==> src/source/fe_cfg_pkg.sv <==
// capture configuration types and arm controller states
`default_nettype none

package fe_cfg_pkg;

    // capture length in records or enable cycles, zero for no limit
    typedef logic [23:0] fe_len_t;

    // arm controller states
    typedef enum logic [1:0] {
        IDLE    = 2'd0,
        ARMED   = 2'd1,
        CAPTURE = 2'd2,
        DONE    = 2'd3
    } fe_arm_state_e;

endpackage

`default_nettype wire

==> src/source/fe_pkg.sv <==
// record format shared by the capture datapath, the FIFO and the host read port
`default_nettype none

package fe_pkg;

    //////////////////////////////////////////////////////////////////////
    // record fields
    //////////////////////////////////////////////////////////////////////

    // timestamp in fe_clk cycles
    typedef logic [15:0] fe_time_t;

    // payload byte of a record
    typedef logic [7:0] fe_byte_t;

    // target status lines
    typedef logic [1:0] fe_stat_t;

    // record command
    typedef enum logic [1:0] {
        DATA = 2'd0,
        STAT = 2'd1,
        TIME = 2'd2
    } fe_cmd_e;

    //////////////////////////////////////////////////////////////////////
    // packed record as held in the FIFO
    //////////////////////////////////////////////////////////////////////

    // command on top, then time, byte at the bottom
    localparam int FE_REC_WIDTH = $bits(fe_cmd_e) + $bits(fe_time_t) + $bits(fe_byte_t);

    typedef logic [FE_REC_WIDTH-1:0] fe_rec_t;

endpackage

`default_nettype wire

==> src/source/fe_arm_ctrl.sv <==
// arm controller sequencing flush, trigger wait and end of capture
`default_nettype none

module fe_arm_ctrl (
    input  wire     fe_clk,
    input  wire     reset_i,
    input  wire     arm_i,
    input  wire     trigger_i,
    input  wire     capturing_i,
    output logic    flush_o,
    output logic    clear_o,
    output logic    capture_enable_o,
    output logic    capture_done_o
);

    fe_cfg_pkg::fe_arm_state_e state;
    fe_cfg_pkg::fe_arm_state_e next_state;
    logic                      seen_r;

    // arm restarts from anywhere
    always_comb begin
        next_state = state;
        if (arm_i) begin
            next_state = fe_cfg_pkg::ARMED;
        end else begin
            case (state)
                fe_cfg_pkg::ARMED: begin
                    if (trigger_i) begin
                        next_state = fe_cfg_pkg::CAPTURE;
                    end
                end
                fe_cfg_pkg::CAPTURE: begin
                    // end once capture has run and then stopped
                    if (seen_r && !capturing_i) begin
                        next_state = fe_cfg_pkg::DONE;
                    end
                end
                default: begin
                    next_state = state;
                end
            endcase
        end
    end

    always_ff @(posedge fe_clk) begin
        if (reset_i) begin
            state   <= fe_cfg_pkg::IDLE;
            seen_r  <= 1'b0;
            flush_o <= 1'b0;
            clear_o <= 1'b0;
        end else begin
            state   <= next_state;
            flush_o <= arm_i;
            clear_o <= arm_i;
            if (arm_i || state != fe_cfg_pkg::CAPTURE) begin
                seen_r <= 1'b0;
            end else if (capturing_i) begin
                seen_r <= 1'b1;
            end
        end
    end

    assign capture_enable_o = (state == fe_cfg_pkg::CAPTURE);
    assign capture_done_o   = (state == fe_cfg_pkg::IDLE) || (state == fe_cfg_pkg::DONE);

endmodule

`default_nettype wire

==> src/source/fe_capture_main.sv <==
// capture engine building timestamped DATA and TIME records from events
`default_nettype none

module fe_capture_main (
    input  wire                         fe_clk,
    input  wire                         reset_i,
    input  wire                         event_i,
    input  wire fe_pkg::fe_cmd_e        cmd_i,
    input  wire fe_pkg::fe_byte_t       byte_i,
    input  wire                         capture_enable_i,
    input  wire                         clear_i,
    input  wire                         trigger_i,
    input  wire                         capture_while_trig_i,
    input  wire                         count_writes_i,
    input  wire fe_cfg_pkg::fe_len_t    capture_len_i,
    input  wire fe_pkg::fe_time_t       max_short_timestamp_i,
    input  wire fe_pkg::fe_time_t       max_timestamp_i,
    input  wire                         timestamps_disable_i,
    input  wire                         fifo_full_i,
    input  wire                         fifo_overflow_i,
    output logic                        wr_o,
    output fe_pkg::fe_cmd_e             wr_cmd_o,
    output fe_pkg::fe_time_t            wr_time_o,
    output fe_pkg::fe_byte_t            wr_byte_o,
    output logic                        capturing_o
);

    typedef enum logic [1:0] {
        S_IDLE = 2'd0,
        S_DATA = 2'd1,
        S_TIME = 2'd2
    } state_e;

    state_e              state;
    state_e              next_state;
    fe_pkg::fe_time_t    ctr;
    fe_pkg::fe_time_t    gap_r;
    fe_pkg::fe_cmd_e     cmd_r;
    fe_pkg::fe_byte_t    byte_r;
    fe_cfg_pkg::fe_len_t count;
    logic                ev_r;
    logic                long_r;
    logic                early_time;
    logic                long_gap;
    logic                idle_limit;
    logic                len_ok;

    //////////////////////////////////////////////////////////////////////
    // gap counter
    //////////////////////////////////////////////////////////////////////

    // gap seen by an event in this cycle
    assign long_gap   = !timestamps_disable_i && (ctr > max_short_timestamp_i);
    assign idle_limit = (ctr >= max_timestamp_i);

    // zero at capture start, restarts on every event and at the idle limit
    always_ff @(posedge fe_clk) begin
        if (reset_i) begin
            ctr <= '0;
        end else if (!capture_enable_i) begin
            ctr <= '0;
        end else if (event_i || idle_limit) begin
            ctr <= fe_pkg::fe_time_t'(1);
        end else begin
            ctr <= ctr + fe_pkg::fe_time_t'(1);
        end
    end

    //////////////////////////////////////////////////////////////////////
    // event pipeline and record FSM
    //////////////////////////////////////////////////////////////////////

    always_ff @(posedge fe_clk) begin
        if (reset_i) begin
            ev_r   <= 1'b0;
            long_r <= 1'b0;
        end else begin
            ev_r   <= event_i;
            long_r <= early_time;
        end
    end

    always_ff @(posedge fe_clk) begin
        gap_r  <= ctr;
        cmd_r  <= cmd_i;
        byte_r <= byte_i;
    end

    // state holds the record written in this cycle
    // a long gap writes its TIME record straight from event_i, one cycle
    // ahead of the data record, so back-to-back events keep their spacing
    always_comb begin
        next_state = S_IDLE;
        early_time = 1'b0;
        if (ev_r && capturing_o) begin
            next_state = S_DATA;
        end else if (event_i && long_gap && capturing_o) begin
            next_state = S_TIME;
            early_time = 1'b1;
        end else if (!event_i && idle_limit && !timestamps_disable_i && capturing_o) begin
            next_state = S_TIME;
        end
    end

    always_ff @(posedge fe_clk) begin
        if (reset_i) begin
            state <= S_IDLE;
        end else begin
            state <= next_state;
        end
    end

    assign wr_o = (state != S_IDLE);

    // record payload, loaded along with the state
    always_ff @(posedge fe_clk) begin
        if (next_state == S_DATA) begin
            wr_cmd_o  <= cmd_r;
            wr_time_o <= long_r ? fe_pkg::fe_time_t'(0) : gap_r;
            wr_byte_o <= byte_r;
        end else begin
            wr_cmd_o  <= fe_pkg::TIME;
            wr_time_o <= ctr;
            wr_byte_o <= '0;
        end
    end

    //////////////////////////////////////////////////////////////////////
    // capture length accounting
    //////////////////////////////////////////////////////////////////////

    // in count-writes mode a record counts when it is decided
    always_ff @(posedge fe_clk) begin
        if (reset_i || clear_i) begin
            count <= '0;
        end else if (count_writes_i ? (next_state != S_IDLE) : capture_enable_i) begin
            count <= count + fe_cfg_pkg::fe_len_t'(1);
        end
    end

    assign len_ok = (count < capture_len_i) || (capture_len_i == '0);

    assign capturing_o = capture_enable_i && !fifo_full_i && !fifo_overflow_i &&
                         (capture_while_trig_i ? trigger_i : len_ok);

endmodule

`default_nettype wire

==> src/source/fe_event_detect.sv <==
// event detector turning target byte strobes and status changes into event strobes
`default_nettype none

module fe_event_detect (
    input  wire                     fe_clk,
    input  wire                     reset_i,
    input  wire                     target_strobe_i,
    input  wire fe_pkg::fe_byte_t   target_byte_i,
    input  wire fe_pkg::fe_stat_t   target_stat_i,
    output logic                    event_o,
    output fe_pkg::fe_cmd_e         cmd_o,
    output fe_pkg::fe_byte_t        byte_o
);

    fe_pkg::fe_stat_t stat_r;
    fe_pkg::fe_stat_t pend_stat;
    logic             pend;
    logic             stat_change;

    assign stat_change = (target_stat_i != stat_r);

    // strobe and pending status event
    // lines are sampled during reset so release does not fire a STAT event
    always_ff @(posedge fe_clk) begin
        if (reset_i) begin
            event_o <= 1'b0;
            pend    <= 1'b0;
            stat_r  <= target_stat_i;
        end else begin
            stat_r  <= target_stat_i;
            event_o <= target_strobe_i | pend | stat_change;
            if (target_strobe_i) begin
                // byte wins, status waits one cycle
                if (stat_change) begin
                    pend <= 1'b1;
                end
            end else if (pend) begin
                pend <= stat_change;
            end
        end
    end

    // event payload
    always_ff @(posedge fe_clk) begin
        if (stat_change) begin
            pend_stat <= target_stat_i;
        end
        if (target_strobe_i) begin
            cmd_o  <= fe_pkg::DATA;
            byte_o <= target_byte_i;
        end else if (pend) begin
            cmd_o  <= fe_pkg::STAT;
            byte_o <= fe_pkg::fe_byte_t'(pend_stat);
        end else begin
            cmd_o  <= fe_pkg::STAT;
            byte_o <= fe_pkg::fe_byte_t'(target_stat_i);
        end
    end

endmodule

`default_nettype wire

==> src/source/fe_fifo.sv <==
// first-word-fall-through record FIFO with flush and sticky overflow block
`default_nettype none

module fe_fifo #(
    parameter int FIFO_ADDR_WIDTH = 6
) (
    input  wire                     fe_clk,
    input  wire                     reset_i,
    input  wire                     flush_i,
    input  wire                     wr_i,
    input  wire fe_pkg::fe_cmd_e    wr_cmd_i,
    input  wire fe_pkg::fe_time_t   wr_time_i,
    input  wire fe_pkg::fe_byte_t   wr_byte_i,
    input  wire                     rd_i,
    output logic                    full_o,
    output logic                    empty_o,
    output logic                    overflow_o,
    output fe_pkg::fe_cmd_e         rd_cmd_o,
    output fe_pkg::fe_time_t        rd_time_o,
    output fe_pkg::fe_byte_t        rd_byte_o
);

    localparam int DEPTH = 2 ** FIFO_ADDR_WIDTH;

    fe_pkg::fe_rec_t                    mem [DEPTH];
    logic [FIFO_ADDR_WIDTH:0]           wr_ptr;
    logic [FIFO_ADDR_WIDTH:0]           rd_ptr;
    logic [$bits(fe_pkg::fe_cmd_e)-1:0] head_cmd;
    logic                               wr_en;
    logic                               rd_en;

    // extra pointer bit tells full from empty
    assign empty_o = (wr_ptr == rd_ptr);
    assign full_o  = (wr_ptr[FIFO_ADDR_WIDTH] != rd_ptr[FIFO_ADDR_WIDTH]) &&
                     (wr_ptr[FIFO_ADDR_WIDTH-1:0] == rd_ptr[FIFO_ADDR_WIDTH-1:0]);

    // after an overflow nothing more goes in until flush
    assign wr_en = wr_i && !full_o && !overflow_o;
    assign rd_en = rd_i && !empty_o;

    //////////////////////////////////////////////////////////////////////
    // pointers and overflow flag
    //////////////////////////////////////////////////////////////////////

    always_ff @(posedge fe_clk) begin
        if (reset_i || flush_i) begin
            wr_ptr     <= '0;
            rd_ptr     <= '0;
            overflow_o <= 1'b0;
        end else begin
            if (wr_en) begin
                wr_ptr <= wr_ptr + 1'b1;
            end
            if (rd_en) begin
                rd_ptr <= rd_ptr + 1'b1;
            end
            if (wr_i && full_o) begin
                overflow_o <= 1'b1;
            end
        end
    end

    //////////////////////////////////////////////////////////////////////
    // storage and head record
    //////////////////////////////////////////////////////////////////////

    always_ff @(posedge fe_clk) begin
        if (wr_en) begin
            mem[wr_ptr[FIFO_ADDR_WIDTH-1:0]] <= {wr_cmd_i, wr_time_i, wr_byte_i};
        end
    end

    // head shows without a read, next one a cycle after rd_i
    assign {head_cmd, rd_time_o, rd_byte_o} = mem[rd_ptr[FIFO_ADDR_WIDTH-1:0]];
    assign rd_cmd_o = fe_pkg::fe_cmd_e'(head_cmd);

endmodule

`default_nettype wire

==> src/source/fe_top.sv <==
// front-end capture subsystem top level with detector, engine, FIFO and arm control
`default_nettype none

module fe_top #(
    parameter int FIFO_ADDR_WIDTH = 6
) (
    input  wire                         fe_clk,
    input  wire                         reset_i,
    // target interface
    input  wire                         target_strobe_i,
    input  wire fe_pkg::fe_byte_t       target_byte_i,
    input  wire fe_pkg::fe_stat_t       target_stat_i,
    // capture configuration
    input  wire                         capture_while_trig_i,
    input  wire                         count_writes_i,
    input  wire fe_cfg_pkg::fe_len_t    capture_len_i,
    input  wire fe_pkg::fe_time_t       max_short_timestamp_i,
    input  wire fe_pkg::fe_time_t       max_timestamp_i,
    input  wire                         timestamps_disable_i,
    // control
    input  wire                         arm_i,
    input  wire                         trigger_i,
    input  wire                         rd_i,
    // host read port and status
    output wire                         rd_empty_o,
    output wire fe_pkg::fe_cmd_e        rd_cmd_o,
    output wire fe_pkg::fe_time_t       rd_time_o,
    output wire fe_pkg::fe_byte_t       rd_byte_o,
    output wire                         overflow_o,
    output wire                         capturing_o,
    output wire                         capture_done_o
);

    wire                   ev;
    wire fe_pkg::fe_cmd_e  ev_cmd;
    wire fe_pkg::fe_byte_t ev_byte;
    wire                   wr;
    wire fe_pkg::fe_cmd_e  wr_cmd;
    wire fe_pkg::fe_time_t wr_time;
    wire fe_pkg::fe_byte_t wr_byte;
    wire                   fifo_full;
    wire                   flush;
    wire                   clear;
    wire                   capture_enable;

    fe_event_detect u_event_detect (
        .fe_clk          (fe_clk),
        .reset_i         (reset_i),
        .target_strobe_i (target_strobe_i),
        .target_byte_i   (target_byte_i),
        .target_stat_i   (target_stat_i),
        .event_o         (ev),
        .cmd_o           (ev_cmd),
        .byte_o          (ev_byte)
    );

    fe_capture_main u_capture_main (
        .fe_clk                (fe_clk),
        .reset_i               (reset_i),
        .event_i               (ev),
        .cmd_i                 (ev_cmd),
        .byte_i                (ev_byte),
        .capture_enable_i      (capture_enable),
        .clear_i               (clear),
        .trigger_i             (trigger_i),
        .capture_while_trig_i  (capture_while_trig_i),
        .count_writes_i        (count_writes_i),
        .capture_len_i         (capture_len_i),
        .max_short_timestamp_i (max_short_timestamp_i),
        .max_timestamp_i       (max_timestamp_i),
        .timestamps_disable_i  (timestamps_disable_i),
        .fifo_full_i           (fifo_full),
        .fifo_overflow_i       (overflow_o),
        .wr_o                  (wr),
        .wr_cmd_o              (wr_cmd),
        .wr_time_o             (wr_time),
        .wr_byte_o             (wr_byte),
        .capturing_o           (capturing_o)
    );

    fe_fifo #(
        .FIFO_ADDR_WIDTH (FIFO_ADDR_WIDTH)
    ) u_fifo (
        .fe_clk     (fe_clk),
        .reset_i    (reset_i),
        .flush_i    (flush),
        .wr_i       (wr),
        .wr_cmd_i   (wr_cmd),
        .wr_time_i  (wr_time),
        .wr_byte_i  (wr_byte),
        .rd_i       (rd_i),
        .full_o     (fifo_full),
        .empty_o    (rd_empty_o),
        .overflow_o (overflow_o),
        .rd_cmd_o   (rd_cmd_o),
        .rd_time_o  (rd_time_o),
        .rd_byte_o  (rd_byte_o)
    );

    fe_arm_ctrl u_arm_ctrl (
        .fe_clk           (fe_clk),
        .reset_i          (reset_i),
        .arm_i            (arm_i),
        .trigger_i        (trigger_i),
        .capturing_i      (capturing_o),
        .flush_o          (flush),
        .clear_o          (clear),
        .capture_enable_o (capture_enable),
        .capture_done_o   (capture_done_o)
    );

endmodule

`default_nettype wire
==> config.mk <==
export PLATFORM = sky130hd
export DESIGN_NAME = fe_top
export DESIGN_NICKNAME = d
export VERILOG_FILES = /design/src/source/fe_cfg_pkg.sv /design/src/source/fe_pkg.sv /design/src/source/fe_arm_ctrl.sv /design/src/source/fe_capture_main.sv /design/src/source/fe_event_detect.sv /design/src/source/fe_fifo.sv /design/src/source/fe_top.sv
export SDC_FILE = /design/constraint.sdc
export NUM_CORES = 2
export LEC_CHECK = 0
export BUFFER_PORTS_ARGS = -buffer_cell sky130_fd_sc_hd__buf_2
export CAP_MARGIN = 20
export CORE_MARGIN = 2
export CORE_UTILIZATION = 54
export CTS_CLUSTER_DIAMETER = 120
export DETAILED_ROUTE_END_ITERATION = 8
export PLACE_DENSITY = 0.77
export SLEW_MARGIN = 20
export SYNTH_ARGS = -nofsm -noshare
export SYNTH_HDL_FRONTEND = slang
export SYNTH_SLANG_ARGS = --single-unit
==> constraint.sdc <==
create_clock -name fe_clk -period 3.6 [get_ports fe_clk]
set_input_delay 1.08 -clock fe_clk [delete_from_list [all_inputs] [get_ports fe_clk]]
set_output_delay 1.08 -clock fe_clk [all_outputs]
set_load 0.02 [all_outputs]
# After elaboration in Yosys (flattened, before gate mapping)
# Memories as Yosys holds them, arrays and structs flattened. A register that Yosys moved wholly into a read port is not among the register bits.
# Index checks and enable logic that the tools add are counted.
# W data, S select, Z words.
[op_classes]
muxes = 23
n_reduce_logical = 40
n_shift = 0
bitwise_logic = 3
magnitude_cmp = 3
mul = 0
n_addsub = 4
eq_ne = 14
div = 0
[op_table]
columns = ["cell", "n"]
rows = [
  ["$mux W16", 2],
  ["$add A24 B1 Y24 const B", 1],
  ["$logic_not A24 Y1", 1],
  ["$lt A24 B24 Y1", 1],
  ["$add A16 B1 Y16 const B", 1],
  ["$ge A16 B16 Y1", 1],
  ["$gt A16 B16 Y1", 1],
  ["$logic_and A1 B1 Y1", 16],
  ["$add A7 B1 Y7 const B", 2],
  ["$mux W2", 6],
  ["$mux W6", 2],
  ["$mux W1", 11],
  ["$mux W8", 1],
  ["$reduce_or A2 Y1", 4],
  ["$eq A7 B7 Y1", 1],
  ["$eq A6 B6 Y1", 1],
  ["$logic_not A1 Y1", 6],
  ["$reduce_and A3 Y1", 2],
  ["$reduce_bool A2 Y1", 3],
  ["$logic_or A1 B1 Y1", 5],
  ["$eq A2 B1 Y1 const B", 2],
  ["$eq A2 B2 Y1 const B", 2],
  ["$ne A2 B1 Y1 const B", 2],
  ["$ne A2 B2 Y1 const B", 2],
  ["other kinds (10)", 11],
]
[word_totals]
memories = 1
latchBits = 0
ramBits = 1664
elab_cells = 113
mem_bits_ro = 0
register_bits = 129
input_bits = 75
[mem_list]
columns = ["memory", "words", "width", "rd", "rd_clocked_by_memory_dff", "write_ports", "line", "text"]
rows = [
  ["u_fifo.mem", 64, 26, 1, 1, 1, "fe_fifo.sv:25", "fe_pkg::fe_rec_t mem [DEPTH];"],
]

# Logic depth before layout (Yosys ltp)
[depth]
depth_word = 12
ltp_mapped = 11
ltp_nobuf = 9

# By module
# A second synthesis with hierarchy kept.
[hier_totals]
hier_cells = 3667
hier_area_um2 = 70911.8
[modules_own_cells]
columns = ["mod", "cells_per_inst", "instances", "seq_area_each_um2", "area_each_um2"]
rows = [
  ["fe_fifo", 3042, 1, 50388.3, 65258.8],
  ["fe_capture_main", 565, 1, 1921.8, 4984.8],
  ["fe_event_detect", 39, 1, 320.3, 466.7],
  ["fe_arm_ctrl", 21, 1, 80.1, 201.4],
]

# Least setup slack after synthesis
# No wires, ideal clock.
[synth_timing]
path_type = "input port to output port"
start = "input capture_len_i[11]"
end = "output capturing_o"
arrival_time_ns = 2.676
setup_slack_ns = -0.156
required_time_ns = 2.520
stages = 8
n_path_buf = 1
path_cell_list = "inv_1 > ha_1 > a21oi_1 > o21ai_0 > a221oi_1 > a31oi_1 > nor3_1 > clkbuf_1"
[synth_between]
elab_chain_cells = 4
elab_cells_between_ends = 5
cone_classes = "1 x order compare; 1 x mux; 3 x reduce/logical"
[synth_lines]
columns = ["item", "line", "text"]
rows = [
  ["from (decl)", "fe_top.sv:16", "input wire fe_cfg_pkg::fe_len_t capture_len_i,"],
  ["$lt A24 B24 Y1 or $logic_not A24 Y1 (tied branches)", "fe_capture_main.sv:141", "assign len_ok = (count < capture_len_i) || (capture_len_i == '0);"],
  ["$logic_or A1 B1 Y1 (*)", "fe_capture_main.sv:141", ""],
  ["$mux W1 (*)", "fe_capture_main.sv:144", "(capture_while_trig_i ? trigger_i : len_ok);"],
  ["$logic_and A1 B1 Y1 (*)", "fe_capture_main.sv:143", "assign capturing_o = capture_enable_i && !fifo_full_i && !fifo_overflow_i &&"],
  ["to (decl)", "fe_top.sv:30", "output wire capturing_o,"],
]
# Mark *: on every way between the ends. The rest lies on a longest branch, timed or not.

==> impl_results.md <==
- Outcome: complete, but fails checks
- Failing checks: setup timing
- Layout cells sized above 1: 37.4%
- Hold Worst Slack: 0.326 ns
- Worst min-delay path category: reg -> reg
- Num CTS Buffers: 173
- Worst R2R Start: u_capture_main.count[22]$_SDFFE_PP0P_
- PwrDens: 491 nW/um2
- Die X-Extent: 363 um
- Setup TNS Final: -27.79 ns
- Sink Count: 1799
- Overall power: 40.6 mW
- DRT antenna net count: 0
- Post-synthesis simple-gate area fraction: 2.40%
- Remaining global-route overflow: 0
- Core ar.: 128000 um2
- DRT Pass-1 Iters: 8
- Clock-pin slew on the worst setup and hold paths: 0.06 ns
- Hold path start: u_event_detect.byte_o[0]$_DFF_P_
- Final #Nets: 3727
- Vias in the first global route: 36500
- Synth Area in Adders: 1.10%
- Reg power frac: 55.5%
- Hold Vio Cnt, Final: 0
- Non-filler instance count after layout: 5390
- CP Cell Sequence: buf_12 -> clkbuf_16 -> buf_16 -> mux4_2 -> mux4_2 -> mux4_2 -> buf_6
- Synthesized area: 69700 um2
- CP dominant cell by count: mux4_2
- Post-synth EDFFs: 1666
- 1st-iter DRT viols: 5501
- CTS H-Tree Depth: 4
- Primary FF master, synth: edfxtp_1
- Clock latency on the worst-skew pair: 0.82 ns
- Complex-gate fraction of the synthesized area: 1.12%
- Synth async-reset ratio: 0%
- Yosys synthesis warning count: 0
- DIE AREA: 132000 um2
- Routability cong.: 0.822
- Post-route minimum period: 4.72 ns
- Clock Path Buffers: 3
- First-pass GRT wire length: 266000 um
- DR vias: 36300
- Setup CP Type: reg -> out
- Syn nets: 3264
- Critical Path AT: 3.64 ns
- Mapped Cells: 3128
- DR vias/cell: 6.73
- Initial antenna violation count: 12
- MaxCap Viol Count: 0
- Die Y: 363 um
- Largest net degree at the start of global routing: 65
- Area leader, netlist: edfxtp_1
- CP max stage cell: mux4_2
- Clock group share of total power: 43.8%
- Count leader, synth: edfxtp_1
- Post-synthesis sequential area ratio: 75.6%
- DR WL/cell: 35.7 um
- P&R area growth vs syn: 18.8%
- Setup crit end kind: primary output
- RSZ-0062 raised after global routing: yes
- Multiplexer area fraction after synthesis: 18.0%
- Req. time, crit path: 2.52 ns
- DP Worst Slack: -0.346 ns
- Max Clock Freq: 212 MHz
- Library cells used by synthesis: 59
- Slew HR: 36.9%
- IO Port Bufs: 104
- Clock root buffer: clkbuf_16
- CTS tree: done
- Final setup viols: 27
- Comb power frac: 0.7%
- Max Slew Vio Count: 0
- Hpwl dp: 97800 um
- Sw power: 8.12 mW
- Io pins: 105
- Total GRT Usage: 28.8%
- Post-synthesis register bit count: 1799
- Fin crit share: 131%
- Syn Area/Cell: 22.3 um2
- CP Launch Type: register
- Final WS setup: -1.12 ns
- Clk_skew: 0.0420 ns
- DRT Wirelength: 193000 um
- Row count: 131
- Starting Density: 54.5%
- Placed cells: 4979
- Hold_buf cts: 0
- Worst path max stage delay: 0.62 ns
- VDD IR-drop max: 0.563 mV
- Largest family of logic cells by synthesized area: multiplexers
- Top post-synthesis cells by area: edfxtp_1 (72%), mux4_2 (18%), dfxtp_1 (3.8%)
- Worst-Margin Slew: 0.944 ns
- Internal power: 32.5 mW
- Pleak: 27.8 nW
- Most frequent cells after synthesis: edfxtp_1 (1666), mux4_2 (546), dfxtp_1 (133)
- Post-route DRC violation count: 0
- Crit-path max FO: 8
- Synth Area in XOR/XNOR: 0.415%
- Synth top area share: 71.8%
- Sw frac: 20.0%
==> layout make-up <==
class / instances / area (um2)
antenna: 2 / 5.00
clock inverter: 93 / 848
multi-input combinational: 1105 / 16700
timing repair buffer: 443 / 5310
sequential: 1799 / 52900
tap: 1662 / 2080
fill: 7861 / 45100
clock buffer: 217 / 4640
inverter: 69 / 259
==> final timing paths <==
check	endpoint	slack [ns]	depth (start not counted)
setup / recovery	rd_time_o[7]	-1.12	7
hold / removal	u_capture_main.byte_r[0]$_DFF_P_	0.33	0
setup reg to reg	u_capture_main.count[13]$_SDFFE_PP0P_	0.13	16
hold reg to reg	u_capture_main.byte_r[0]$_DFF_P_	0.33	0
==> critical path, delay by kind of cell, from the launching register on <==
kind	cells	cell delay, ns
buffers and inverters	4	0.72
muxes	3	1.69
DFF	1	0.40
==> per-stage QoR <==
stage	instance area [um2]	util (%)
floorplan	69700	-
global placement	75100	58.7
detailed placement	75100	58.7
CTS	81800	64.0
global route	82700	64.7
finish	82700	64.7
==> power groups by stage <==
stage                     clock (mW)  combinational [mW]  sequential, mW
after floorplan                    0               0.134            23.0
after global placement             0               0.228            23.0
after detailed placement           0               0.234            23.0
after CTS                       17.8               0.256            22.5
after global routing            18.6               0.308            22.5
final                           17.8               0.283            22.5
==> cells by family after synthesis <==
logic type      Yosys count
flops                  1799
mux                     566
simple gates            329
buf+inv                 224
compound gates          116
fa+ha+maj                61
xor+xnor                 33
==> what timing repair did <==
item	CTS	global route
setup buffers	42	36
gates cloned	12	12
pin swaps	21	11
setup endpoints to repair	28	48
resized for setup	141	72
==> cell usage in the layout (no fill, tap or decap), types with 8 or more instances in the layout <==
cell	Yosys	final
edfxtp_1	1666	1666
buf_2	38	72
and2_1	11	11
mux4_2	546	546
o21ai_0	13	12
buf_16	0	24
nand3_1	31	31
a21oi_1	40	36
inv_2	0	14
inv_1	69	55
o41ai_1	9	9
nor2b_1	23	23
buf_6	2	50
bufinv_16	0	9
clkinv_1	0	46
o31ai_1	13	12
dfxtp_2	0	14
or3_1	16	16
xnor2_1	13	13
clkbuf_1	85	34
mux2_2	8	8
nand2_1	43	43
dfxtp_4	0	38
ha_4	0	14
xor2_1	20	18
or4_1	12	11
nand2b_1	8	8
ha_1	61	47
nor3_1	10	8
nand4_1	16	16
dfxtp_1	133	81
nor2_1	112	48
clkinv_2	0	19
and3_1	20	20
clkbuf_16	0	189
buf_12	0	100
nor2_4	0	64
buf_4	12	179
nor4_1	10	10
==> registers in the layout (all words and copies together) (netlist names), 2 cells and up, named ones only <==
| signal | cells |
|---|---|
| u_arm_ctrl.state | 2 |
| u_capture_main.byte_r | 8 |
| u_capture_main.count | 24 |
| u_capture_main.ctr | 16 |
| u_capture_main.gap_r | 16 |
| u_capture_main.state | 2 |
| u_capture_main.wr_byte_o | 8 |
| u_capture_main.wr_cmd_o | 2 |
| u_capture_main.wr_time_o | 16 |
| u_event_detect.byte_o | 8 |
| u_event_detect.pend_stat | 2 |
| u_event_detect.stat_r | 2 |
| u_fifo.mem | 1664 |
| u_fifo.rd_ptr | 7 |
| u_fifo.wr_ptr | 7 |
==> metal layers <==
layer / wire, um / share of wire (%) / vias to the layer above / GRT usage, %
met1: 64800 / 34 / 18800 / 36.6
met2: 96000 / 50 / 2777 / 47.7
met4: 9410 / 4.9 / 12 / 12.3
li1: - / - / 14100 / -
met3: 22200 / 12 / 548 / 7.14
met5: 229 / 0.12 / - / 0.799
Power figures use the tool's default switching activity.
